## src/source/host_bridge_pkg.sv

```systemverilog
package host_bridge_pkg;

  // --------------------------------------------------
  // Widths
  // --------------------------------------------------
  typedef logic [31:0] word_t;        // AXI data and FIFO entry
  typedef logic [15:0] half_t;        // Host channel halfword
  typedef logic [11:0] axi_id_t;
  typedef logic [31:0] axi_addr_t;
  typedef logic [4:0]  reg_index_t;
  typedef logic [5:0]  fifo_count_t;  // One bit wider than the pointers so 32 fits

  localparam int FIFO_DEPTH = 32;

  // Register index field inside the byte address
  localparam int REG_LSB = 2;
  localparam int REG_MSB = 6;

  // --------------------------------------------------
  // Register map
  // --------------------------------------------------
  typedef enum reg_index_t {
    RD_COUNT = 5'd0,   // Outbound FIFO occupancy
    RD_FIFO  = 5'd1    // Outbound head word, pops on read
  } rd_reg_e;

  typedef enum reg_index_t {
    WR_FIFO  = 5'd0,   // Push into inbound FIFO
    WR_RESET = 5'd31   // One-cycle target reset
  } wr_reg_e;

  // State machines
  typedef enum logic {
    RD_IDLE,
    RD_DATA
  } rd_state_e;

  typedef enum logic [1:0] {
    WR_IDLE,
    WR_WRITE,
    WR_ACK
  } wr_state_e;

endpackage
```

## src/source/host_reg_if.sv

```systemverilog
interface host_reg_if;
  import host_bridge_pkg::*;

  // Inbound side
  logic        push;       // One cycle per accepted WR_FIFO write
  word_t       push_data;
  logic        in_full;

  // Outbound side
  logic        pop;        // Read beat of RD_FIFO accepted
  word_t       out_word;   // Head of outbound FIFO
  fifo_count_t out_count;

  modport fsm (
    output push,
    output push_data,
    output pop,
    input  in_full,
    input  out_word,
    input  out_count
  );

  modport in_path (
    input  push,
    input  push_data,
    output in_full
  );

  modport out_path (
    input  pop,
    output out_word,
    output out_count
  );

endinterface

```

## src/source/host_bridge_top.sv

```systemverilog
module host_bridge_top (
  input  logic                       userclk2,
  input  logic                       reset,
  // AXI write address
  input  logic                       awvalid,
  output logic                       awready,
  input  host_bridge_pkg::axi_addr_t awaddr,
  input  host_bridge_pkg::axi_id_t   awid,
  // AXI write data
  input  logic                       wvalid,
  output logic                       wready,
  input  host_bridge_pkg::word_t     wdata,
  // AXI write response
  output logic                       bvalid,
  input  logic                       bready,
  output host_bridge_pkg::axi_id_t   bid,
  // AXI read address
  input  logic                       arvalid,
  output logic                       arready,
  input  host_bridge_pkg::axi_addr_t araddr,
  input  host_bridge_pkg::axi_id_t   arid,
  // AXI read data
  output logic                       rvalid,
  input  logic                       rready,
  output logic                       rlast,
  output host_bridge_pkg::word_t     rdata,
  output host_bridge_pkg::axi_id_t   rid,
  // Host channel toward the target
  output logic                       host_in_valid,
  input  logic                       host_in_ready,
  output host_bridge_pkg::half_t     host_in_bits,
  // Host channel from the target
  input  logic                       host_out_valid,
  output logic                       host_out_ready,
  input  host_bridge_pkg::half_t     host_out_bits,
  output logic                       cpu_reset
);

  host_reg_if regs ();

  // --------------------------------------------------
  // Register access
  // --------------------------------------------------
  axi_reg_fsm u_fsm (
    .userclk2  (userclk2),
    .reset     (reset),
    .awvalid   (awvalid),
    .awready   (awready),
    .awaddr    (awaddr),
    .awid      (awid),
    .wvalid    (wvalid),
    .wready    (wready),
    .wdata     (wdata),
    .bvalid    (bvalid),
    .bready    (bready),
    .bid       (bid),
    .arvalid   (arvalid),
    .arready   (arready),
    .araddr    (araddr),
    .arid      (arid),
    .rvalid    (rvalid),
    .rready    (rready),
    .rlast     (rlast),
    .rdata     (rdata),
    .rid       (rid),
    .cpu_reset (cpu_reset),
    .regs      (regs.fsm)
  );

  // --------------------------------------------------
  // FIFO paths
  // --------------------------------------------------
  host_in_path u_in_path (
    .userclk2      (userclk2),
    .reset         (reset),
    .regs          (regs.in_path),
    .host_in_valid (host_in_valid),
    .host_in_bits  (host_in_bits),
    .host_in_ready (host_in_ready)
  );

  host_out_path u_out_path (
    .userclk2       (userclk2),
    .reset          (reset),
    .regs           (regs.out_path),
    .host_out_valid (host_out_valid),
    .host_out_bits  (host_out_bits),
    .host_out_ready (host_out_ready)
  );

endmodule

```

## src/source/axi_reg_fsm.sv

```systemverilog
module axi_reg_fsm (
  input  logic                       userclk2,
  input  logic                       reset,
  // Write address
  input  logic                       awvalid,
  output logic                       awready,
  input  host_bridge_pkg::axi_addr_t awaddr,
  input  host_bridge_pkg::axi_id_t   awid,
  // Write data
  input  logic                       wvalid,
  output logic                       wready,
  input  host_bridge_pkg::word_t     wdata,
  // Write response
  output logic                       bvalid,
  input  logic                       bready,
  output host_bridge_pkg::axi_id_t   bid,
  // Read address
  input  logic                       arvalid,
  output logic                       arready,
  input  host_bridge_pkg::axi_addr_t araddr,
  input  host_bridge_pkg::axi_id_t   arid,
  // Read data
  output logic                       rvalid,
  input  logic                       rready,
  output logic                       rlast,
  output host_bridge_pkg::word_t     rdata,
  output host_bridge_pkg::axi_id_t   rid,
  output logic                       cpu_reset,
  host_reg_if.fsm                    regs
);
  import host_bridge_pkg::*;

  rd_state_e  rd_state;
  reg_index_t rd_index;
  axi_id_t    rd_id;

  wr_state_e  wr_state;
  reg_index_t wr_index;
  axi_id_t    wr_id;
  word_t      wr_data;
  logic       wr_go;
  logic       wr_accept;

  // --------------------------------------------------
  // Read channel
  // --------------------------------------------------
  always_ff @(posedge userclk2)
  begin
    if (reset)
    begin
      rd_state <= RD_IDLE;
      rd_index <= '0;
    end
    else
    begin
      case (rd_state)
        RD_IDLE:
          if (arvalid)
          begin
            rd_state <= RD_DATA;
            rd_index <= araddr[REG_MSB:REG_LSB];
          end
        RD_DATA:
          if (rready)
            rd_state <= RD_IDLE;
        default: rd_state <= RD_IDLE;
      endcase
    end
  end

  always_ff @(posedge userclk2)
  begin
    if (rd_state == RD_IDLE && arvalid)
      rd_id <= arid;
  end

  assign arready = (rd_state == RD_IDLE);
  assign rvalid  = (rd_state == RD_DATA);
  assign rlast   = (rd_state == RD_DATA);   // Single-beat reads
  assign rid     = rd_id;
  assign regs.pop = rvalid && rready && (rd_index == RD_FIFO);

  // Read data mux
  always_comb
  begin
    case (rd_index)
      RD_COUNT: rdata = word_t'(regs.out_count);
      RD_FIFO:  rdata = regs.out_word;
      default:  rdata = '0;   // Unmapped
    endcase
  end

  // --------------------------------------------------
  // Write channel
  // --------------------------------------------------
  // Only FIFO writes wait for room
  assign wr_go     = (wr_index != WR_FIFO) || !regs.in_full;
  assign wr_accept = (wr_state == WR_WRITE) && wr_go;

  always_ff @(posedge userclk2)
  begin
    if (reset)
    begin
      wr_state <= WR_IDLE;
      wr_index <= '0;
    end
    else
    begin
      case (wr_state)
        WR_IDLE:
          if (awvalid && wvalid)
          begin
            wr_state <= WR_WRITE;
            wr_index <= awaddr[REG_MSB:REG_LSB];
          end
        WR_WRITE:
          if (wr_go)
            wr_state <= WR_ACK;
        WR_ACK:
          if (bready)
            wr_state <= WR_IDLE;
        default: wr_state <= WR_IDLE;
      endcase
    end
  end

  always_ff @(posedge userclk2)
  begin
    if (wr_state == WR_IDLE && awvalid && wvalid)
    begin
      wr_id   <= awid;
      wr_data <= wdata;
    end
  end

  assign awready = wr_accept;
  assign wready  = wr_accept;
  assign bvalid  = (wr_state == WR_ACK);
  assign bid     = wr_id;

  // Index decode
  assign regs.push      = wr_accept && (wr_index == WR_FIFO);
  assign regs.push_data = wr_data;
  assign cpu_reset      = wr_accept && (wr_index == WR_RESET);

endmodule

```

## src/source/host_out_path.sv

```systemverilog
module host_out_path (
  input  logic                   userclk2,
  input  logic                   reset,
  host_reg_if.out_path           regs,
  input  logic                   host_out_valid,
  input  host_bridge_pkg::half_t host_out_bits,
  output logic                   host_out_ready
);
  import host_bridge_pkg::*;

  half_t low_half;     // First halfword of the pair
  logic  high_sel;     // Set once the low half is held
  logic  half_taken;
  logic  fifo_full;
  logic  pair_done;

  assign host_out_ready = !fifo_full;
  assign half_taken     = host_out_valid && host_out_ready;

  // Only a real second halfword completes a word
  assign pair_done = half_taken && high_sel;

  always_ff @(posedge userclk2)
  begin
    if (reset)
      high_sel <= 1'b0;
    else if (half_taken)
      high_sel <= !high_sel;
  end

  // Payload holding register
  always_ff @(posedge userclk2)
  begin
    if (half_taken && !high_sel)
      low_half <= host_out_bits;
  end

  // Outbound word FIFO, drained by RD_FIFO reads
  word_fifo u_fifo (
    .userclk2 (userclk2),
    .reset    (reset),
    .wr_en    (pair_done),
    .rd_en    (regs.pop),
    .din      ({host_out_bits, low_half}),  // Second half on top
    .dout     (regs.out_word),
    .empty    (),
    .full     (fifo_full),
    .count    (regs.out_count)
  );

endmodule

```

## src/source/host_in_path.sv

```systemverilog
module host_in_path (
  input  logic                   userclk2,
  input  logic                   reset,
  host_reg_if.in_path            regs,
  output logic                   host_in_valid,
  output host_bridge_pkg::half_t host_in_bits,
  input  logic                   host_in_ready
);
  import host_bridge_pkg::*;

  word_t head_word;
  logic  fifo_empty;
  logic  high_sel;    // 0 = low half next, 1 = high half next
  logic  half_taken;

  // Inbound word FIFO, filled from the register write path
  word_fifo u_fifo (
    .userclk2 (userclk2),
    .reset    (reset),
    .wr_en    (regs.push),
    .rd_en    (half_taken && high_sel),  // Pop once the high half is gone
    .din      (regs.push_data),
    .dout     (head_word),
    .empty    (fifo_empty),
    .full     (regs.in_full),
    .count    ()
  );

  assign host_in_valid = !fifo_empty;
  assign half_taken    = host_in_valid && host_in_ready;

  // Low half goes out first
  assign host_in_bits = high_sel ? head_word[31:16] : head_word[15:0];

  always_ff @(posedge userclk2)
  begin
    if (reset)
      high_sel <= 1'b0;
    else if (half_taken)
      high_sel <= !high_sel;
  end

endmodule

```

## src/source/word_fifo.sv

```systemverilog
module word_fifo (
  input  logic                        userclk2,
  input  logic                        reset,
  input  logic                        wr_en,
  input  logic                        rd_en,
  input  host_bridge_pkg::word_t      din,
  output host_bridge_pkg::word_t      dout,
  output logic                        empty,
  output logic                        full,
  output host_bridge_pkg::fifo_count_t count
);
  import host_bridge_pkg::*;

  word_t                           mem [FIFO_DEPTH];
  logic [$clog2(FIFO_DEPTH)-1:0]   wr_ptr;
  logic [$clog2(FIFO_DEPTH)-1:0]   rd_ptr;
  fifo_count_t                     occupancy;
  logic                            do_write;
  logic                            do_read;

  assign do_write = wr_en && !full;   // Drop pushes while full
  assign do_read  = rd_en && !empty;  // Drop pops while empty

  assign empty = (occupancy == '0);
  assign full  = (occupancy == fifo_count_t'(FIFO_DEPTH));
  assign count = occupancy;

  // Head word is visible without latency
  assign dout = mem[rd_ptr];

  // --------------------------------------------------
  // Storage
  // --------------------------------------------------
  always_ff @(posedge userclk2)
  begin
    if (do_write)
      mem[wr_ptr] <= din;
  end

  // --------------------------------------------------
  // Pointers and occupancy
  // --------------------------------------------------
  always_ff @(posedge userclk2)
  begin
    if (reset)
    begin
      wr_ptr    <= '0;
      rd_ptr    <= '0;
      occupancy <= '0;
    end
    else
    begin
      if (do_write)
        wr_ptr <= wr_ptr + 1'b1;  // Wraps at depth
      if (do_read)
        rd_ptr <= rd_ptr + 1'b1;

      case ({do_write, do_read})
        2'b10:   occupancy <= occupancy + 1'b1;
        2'b01:   occupancy <= occupancy - 1'b1;
        default: occupancy <= occupancy;  // Both or neither
      endcase
    end
  end

endmodule

```

## config.mk

```make
export PLATFORM = sky130hd
export DESIGN_NAME = host_bridge_top
export DESIGN_NICKNAME = d
export VERILOG_FILES = /design/src/source/host_bridge_pkg.sv /design/src/source/host_reg_if.sv /design/src/source/host_bridge_top.sv /design/src/source/axi_reg_fsm.sv /design/src/source/host_out_path.sv /design/src/source/host_in_path.sv /design/src/source/word_fifo.sv
export SDC_FILE = /design/constraint.sdc
export NUM_CORES = 2
export LEC_CHECK = 0
export BUFFER_PORTS_ARGS = -buffer_cell sky130_fd_sc_hd__buf_2
export CAP_MARGIN = 20
export CELL_PAD_IN_SITES_DETAIL_PLACEMENT = 0
export CELL_PAD_IN_SITES_GLOBAL_PLACEMENT = 2
export CORE_MARGIN = 2
export CORE_UTILIZATION = 50
export CTS_CLUSTER_DIAMETER = 150
export DETAILED_ROUTE_END_ITERATION = 7
export HOLD_SLACK_MARGIN = 0.12
export PLACE_DENSITY = 0.84
export SKIP_CTS_REPAIR_TIMING = 1
export SLEW_MARGIN = 10
export SYNTH_ARGS = -nofsm -noshare
export SYNTH_HDL_FRONTEND = slang
export SYNTH_SLANG_ARGS = --single-unit
```

## constraint.sdc

```tcl
create_clock -name userclk2 -period 3.9 [get_ports userclk2]
set_input_delay 0.78 -clock userclk2 [delete_from_list [all_inputs] [get_ports userclk2]]
set_output_delay 0.78 -clock userclk2 [all_outputs]
set_load 0.005 [all_outputs]
```

Word-level counts from Yosys, hierarchy flattened
Memory sizes are Yosys's and may differ from the RTL's. A register that Yosys moved wholly into a read port is not among the register bits.
Index checks and enable logic that the tools add are counted.

cells by class
  multiplexer cells = 19
  bitwise operators = 1
  eq/ne operators = 13
  $add $sub $neg = 8
  reduce and logical (&&, ||, !) cells = 36

operator list
  cell                                                                count
  32-bit case mux with 2 select lines                                 1
  6-bit case mux with 2 select lines                                  2
  5-bit by 1-bit adder with 5-bit output, second input constant       4
  5-bit two-way mux                                                   4
  1-bit logical AND                                                   18
  16-bit two-way mux                                                  1
  6-bit by 1-bit adder with 6-bit output, second input constant       2
  6-bit == test, second input constant                                2
  6-bit logical NOT                                                   2
  6-bit by 1-bit subtractor with 6-bit output, second input constant  2
  5-bit logical NOT                                                   2
  2-bit by 1-bit == test with 1-bit output, second input constant     3
  2-bit == test, second input constant                                3
  1-bit logical NOT                                                   6
  1-bit two-way mux                                                   6
  2-bit two-way mux                                                   3
  2-bit by 1-bit != test with 1-bit output, second input constant     3
  2-bit case mux with 3 select lines                                  1
  5-bit by 1-bit == test with 1-bit output, second input constant     1
  5-bit == test, second input constant                                1
  5-bit nonzero test                                                  1
  2-bit AND reduction                                                 2
  2-bit nonzero test                                                  2
  3-bit AND reduction                                                 1
  other kinds (4)                                                     4

word-level totals
  output and inout port bits = 81
  flip-flop bits (word level) = 119
  input port bits = 145
  RAM bits = 2048
  memories = 2
  word-level logic and storage cells = 95

memory list
  memory                 depth  bits a word  rd ports  clocked after Yosys merged registers in  wr ports  RTL line         source
  u_in_path.u_fifo.mem   32     32           1         1                                        1         word_fifo.sv:14  word_t mem [FIFO_DEPTH];
  u_out_path.u_fifo.mem  32     32           1         1                                        1         word_fifo.sv:14

Logic depth before layout (Yosys ltp)
  depth after elaboration = 8
  gate-level depth with buffers = 15
  depth with buffers taken out = 12

By module
From an unflattened synthesis, not the netlist that was laid out.

unflattened totals
  cell total of the unflattened synthesis = 4307
  area, all modules = 84157.0 sq um

modules (own cells, without submodules)
  module                          sequential area each (sq um)  area each (sq um)  instances  cells each
  word_fifo at u_out_path.u_fifo  31169.9                       40386.2            1          2051
  word_fifo at u_in_path.u_fifo   31169.9                       40376.2            1          2049
  axi_reg_fsm                     1941.9                        2534.9             1          158
  host_out_path                   500.5                         551.8              1          24
  host_in_path                    20.0                          307.8              1          25

Worst setup path after synthesis
Ideal clock, no wire load.

  path type = reg2reg
  start = reg u_fsm.wr_index[1]
  end = mem u_in_path.u_fifo.mem[24][0] in the netlist's numbering (enable)
  required time = 3.479 ns
  setup time = 0.421 ns
  path slack = 0.542 ns
  stages on the path, launching flop included = 7
  arrival = 2.937 ns
  path buffers = 1
  clock period less this slack = 3.358 ns
  path through = dfxtp_1 > or4_1 > nor3_1 > and2_1 > buf_2 > nand2_1 > nor2_1

on the way
  longest elaborated chain between the ends = 7
  elaborated cells between the ends (all ways) = 8
  classes of those cells = mux: 2; reduce/logical: 6

RTL lines
  what                                       RTL line            source
  start: declaration                         axi_reg_fsm.sv:38   reg_index_t wr_index;
  start signal: assignment                   axi_reg_fsm.sv:114  wr_index <= awaddr[REG_MSB:REG_LSB];
  5-bit nonzero test                         axi_reg_fsm.sv:97   assign wr_go = (wr_index != WR_FIFO) || !regs.in_full;
  1-bit logical OR                           axi_reg_fsm.sv:97
  1-bit logical AND                          axi_reg_fsm.sv:98   assign wr_accept = (wr_state == WR_WRITE) && wr_go;
  1-bit logical AND *                        axi_reg_fsm.sv:142  assign regs.push = wr_accept && (wr_index == WR_FIFO);
  1-bit logical AND *                        word_fifo.sv:21     assign do_write = wr_en && !full;
  1-bit two-way mux *                        word_fifo.sv:36     if (do_write)
  1-bit two-way mux (not written as such) *  word_fifo.sv:37     mem[wr_ptr] <= din;
  end: declaration                           word_fifo.sv:14

Mark *: on every way between the ends. The rest lies on a longest branch, timed or not.

==> flow_summary.ini <==
[status]
status = finished, violations left
violations = DRC, setup timing

[timing]
max_freq_ghz = 0.249
rsz0062_at_grt = yes
final.setup.tns_ns = -2.14
holdWs_ns = 0.162
setup-violations-final = 36
relSlewSlack = 0.245
fin_crit_ns = 4.01
maxSlewViolCount = 0
worst_slew_pin_slew_ns = 1.13
hold_violations = 0
fin_crit_sh = 1.03
fin_skew_ns = 0.0393
setup_ws_ns = -0.113

[setup_path]
crit_required_ns = 3.12
path_max_fanout = 17
end_kind = output pin
reg2reg_to = u_out_path.u_fifo.count[4]
reg2reg_slack_ns = 0.54
max_stage_delay_ns = 0.51
crit_path_start_kind = flop
crit_type = reg2out
path_buf_inv = 3
cp.arrival_ns = 3.23
path_cells = buf_4 > clkbuf_16 > mux4_2 > a22oi_1 > nand3_1 > a22o_1 > buf_2
reg2regPathDepth = 11
cpLargestDelayFamily = buffers and inverters
r2r-start = u_out_path.u_fifo.count[1]
worst_path_max_delay_cell = mux4_2

[floorplan]
die_area_um2 = 169000
initial_utilization = 0.503
std_cell_rows = 149
die_h_um = 411
core_area_um2 = 165000
io-pin-count = 226
die_w_um = 411

[detailed_routing]
drc_errors = 3
ant_nets = 0
first_pass_iters = 8
wire_per_inst_um = 30.8
wirelength_mm = 204
vias_per_cell = 6.19
drtIter0Drc = 4795
via_count = 41000

[synthesis]
ys_seq_area_frac = 0.781
yosysWarningCount = 0
synth_edf_count = 2120
avgSynthCellArea_um2 = 22.4
synth_cell_types = 63
synthDominantCellAreaShare = 0.767
synthFlopType = edfxtp_1
yosysTopAreaCell = edfxtp_1
synth.ff_latch_count = 2177
syn_inst = 3705
synthTopCellsByArea = edfxtp_1 77%, mux4_2 15%, dfxtp_1 1.4%
syn_nets = 3866
async_flop_share = 0
synth_area_um2 = 83000

[power_and_ir_drop]
power-per-cell-area_nw_per_um2 = 477
p_leak_nw = 30.4
ir_drop_mv = 0.533
power.total_w = 0.0467

[placement]
place.gp.congestion = 0.769
place_hpwl_mm = 109
dpl-instance-area_um2 = 88800
post-place-ws_ns = 0.467
port_buffers = 171

[min_path]
hold_path_end = u_fsm.wr_index[2]
worstHoldPathCells = 3
hold_path.class = in2reg
hp-start = awaddr[4]

[grt]
overflow = 0
grt_pass1_vias = 40400
grt_max_degree = 67
grt_antenna_before_repair = 6
grt_usage = 0.233
grt_pass1_wl_mm = 283

[layout]
drive_gt1_frac = 0.352
design_area_um2 = 98000
nNetsFinal = 4426
fill_cells = 11400
area_delta_synth_final_pct = 18.0

[cts]
clk_path_buf_depth = 3
clk_pin_slew_worst_paths_ns = 0.06
clock-sinks = 2177
insertion_delay_ns = 0.85
htree_levels = 4
cts_tree = done
numCtsBuffers = 211
cts_root_buffer = clkbuf_16

[flow_run]
timing.max_cap.violations = 0
## per-layer routing
layer / share of wire / track usage
met4: 0.033 / 0.0770
met1: 0.38 / 0.311
met5: 0.00015 / 0
met2: 0.51 / 0.392
met3: 0.082 / 0.0421
## Yosys cell counts, drive strengths merged (18+ instances only)
cell	instances
inv	66
mux2i	38
mux2	32
o22ai	69
a21oi	51
nor3	31
a211oi	18
mux4	544
nor2	143
a22oi	37
clkbuf	103
edfxtp	2120
dfxtp	57
buf	102
o221ai	21
nand2	30
nor2b	35
o21ai	27
## where the power goes
part	total, W	switching [W]	internal [W]
clock	0.0199	0.00869	0.0112
combinational	0.000745	0.000459	0.000286
sequential	0.0261	0.000265	0.0258
total	0.0467	0.00941	0.0373
## worst max path at each step
stage                            from                          end  slack [ns]  depth (start not counted)
CTS                              flop                    rdata[15]       -0.45                          6
detailed placement               flop              host_in_bits[9]        0.47                          8
global route                     flop                    rdata[18]       -0.19                          8
finish                           flop                     rdata[2]       -0.11                          7
global placement                 flop              host_in_bits[7]        0.47                          7
floorplan           u_fsm.wr_index[1]  u_in_path.u_fifo.mem[24][0]        0.54                          6
## worst register-to-register path, cell delays in order (launching register included)
cell	delay, ns
dfxtp_1	0.40
or4_1	0.60
o311ai_2	0.44
nor2_1	0.19
ha_1	0.25
xor2_1	0.15
ha_1	0.19
a21oi_1	0.25
o21ai_0	0.14
a222oi_1	0.39
or3_1	0.16
a21oi_1	0.06
## registers in the layout (all words and copies together), names as in the netlist, named ones only
| register | flops |
|---|---|
| u_in_path.high_sel | 1 |
| u_in_path.u_fifo.count | 6 |
| u_fsm.regs.push_data | 32 |
| u_out_path.high_sel | 1 |
| u_fsm.bid | 12 |
| u_in_path.u_fifo.wr_ptr | 5 |
| u_out_path.u_fifo.count | 6 |
| u_out_path.u_fifo.rd_ptr | 5 |
| u_out_path.u_fifo.wr_ptr | 5 |
| u_in_path.u_fifo.rd_ptr | 5 |
| u_fsm.rlast | 1 |
| u_in_path.u_fifo.mem | 1024 |
| u_fsm.wr_state | 2 |
| u_fsm.wr_index | 5 |
| u_out_path.low_half | 16 |
| u_fsm.rd_index | 5 |
| u_out_path.u_fifo.mem | 1024 |
| u_fsm.rid | 12 |
## final cells by class
| class | count | area (µm²) | share of cell area |
|---|---|---|---|
| Antenna cell | 1 | 2.50 | 0.0000255 |
| Multi-Input combinational cell | 1257 | 18000 | 0.184 |
| Timing Repair Buffer | 552 | 5410 | 0.0552 |
| Inverter | 66 | 248 | 0.00253 |
| Sequential cell | 2177 | 64800 | 0.662 |
| Clock inverter | 122 | 1150 | 0.0117 |
| Clock buffer | 267 | 5590 | 0.0571 |
| Tap cell | 2189 | 2740 | 0.0280 |
## per-stage QoR
stage / std cells / util
after floorplan: 3705 / -
after global placement: 6105 / 0.538
after detailed placement: 6105 / 0.538
after CTS: 6494 / 0.579
after global routing: 6631 / 0.594
final: 6631 / 0.594
## cell families after synthesis
family          count (synthesis)  share of synthesized area
compound gates                289                     0.0239
xor+xnor                       26                    0.00274
fa+ha+maj                      16                    0.00241
buf+inv                       271                     0.0155
flops                        2177                      0.781
mux                           614                      0.157
simple gates                  312                     0.0183
## cells in the final DEF (no fill, tap or decap), types with 25 or more instances in the layout
master / synthesis / layout
nor2_1: 143 / 74
buf_2: 52 / 169
mux2_2: 32 / 31
clkbuf_1: 103 / 48
buf_12: 0 / 71
clkbuf_16: 0 / 230
clkinv_1: 0 / 42
nand2_1: 28 / 28
clkinv_2: 0 / 40
a21oi_1: 51 / 33
buf_4: 9 / 198
a22oi_1: 37 / 25
nor2b_1: 35 / 34
mux4_2: 544 / 544
inv_1: 65 / 56
dlygate4sd3_1: 0 / 49
edfxtp_1: 2120 / 2120
mux2i_1: 38 / 37
o22ai_1: 69 / 49
nor2_4: 0 / 64
dfxtp_1: 57 / 47
No activity file was read; power rests on OpenSTA's default activity.
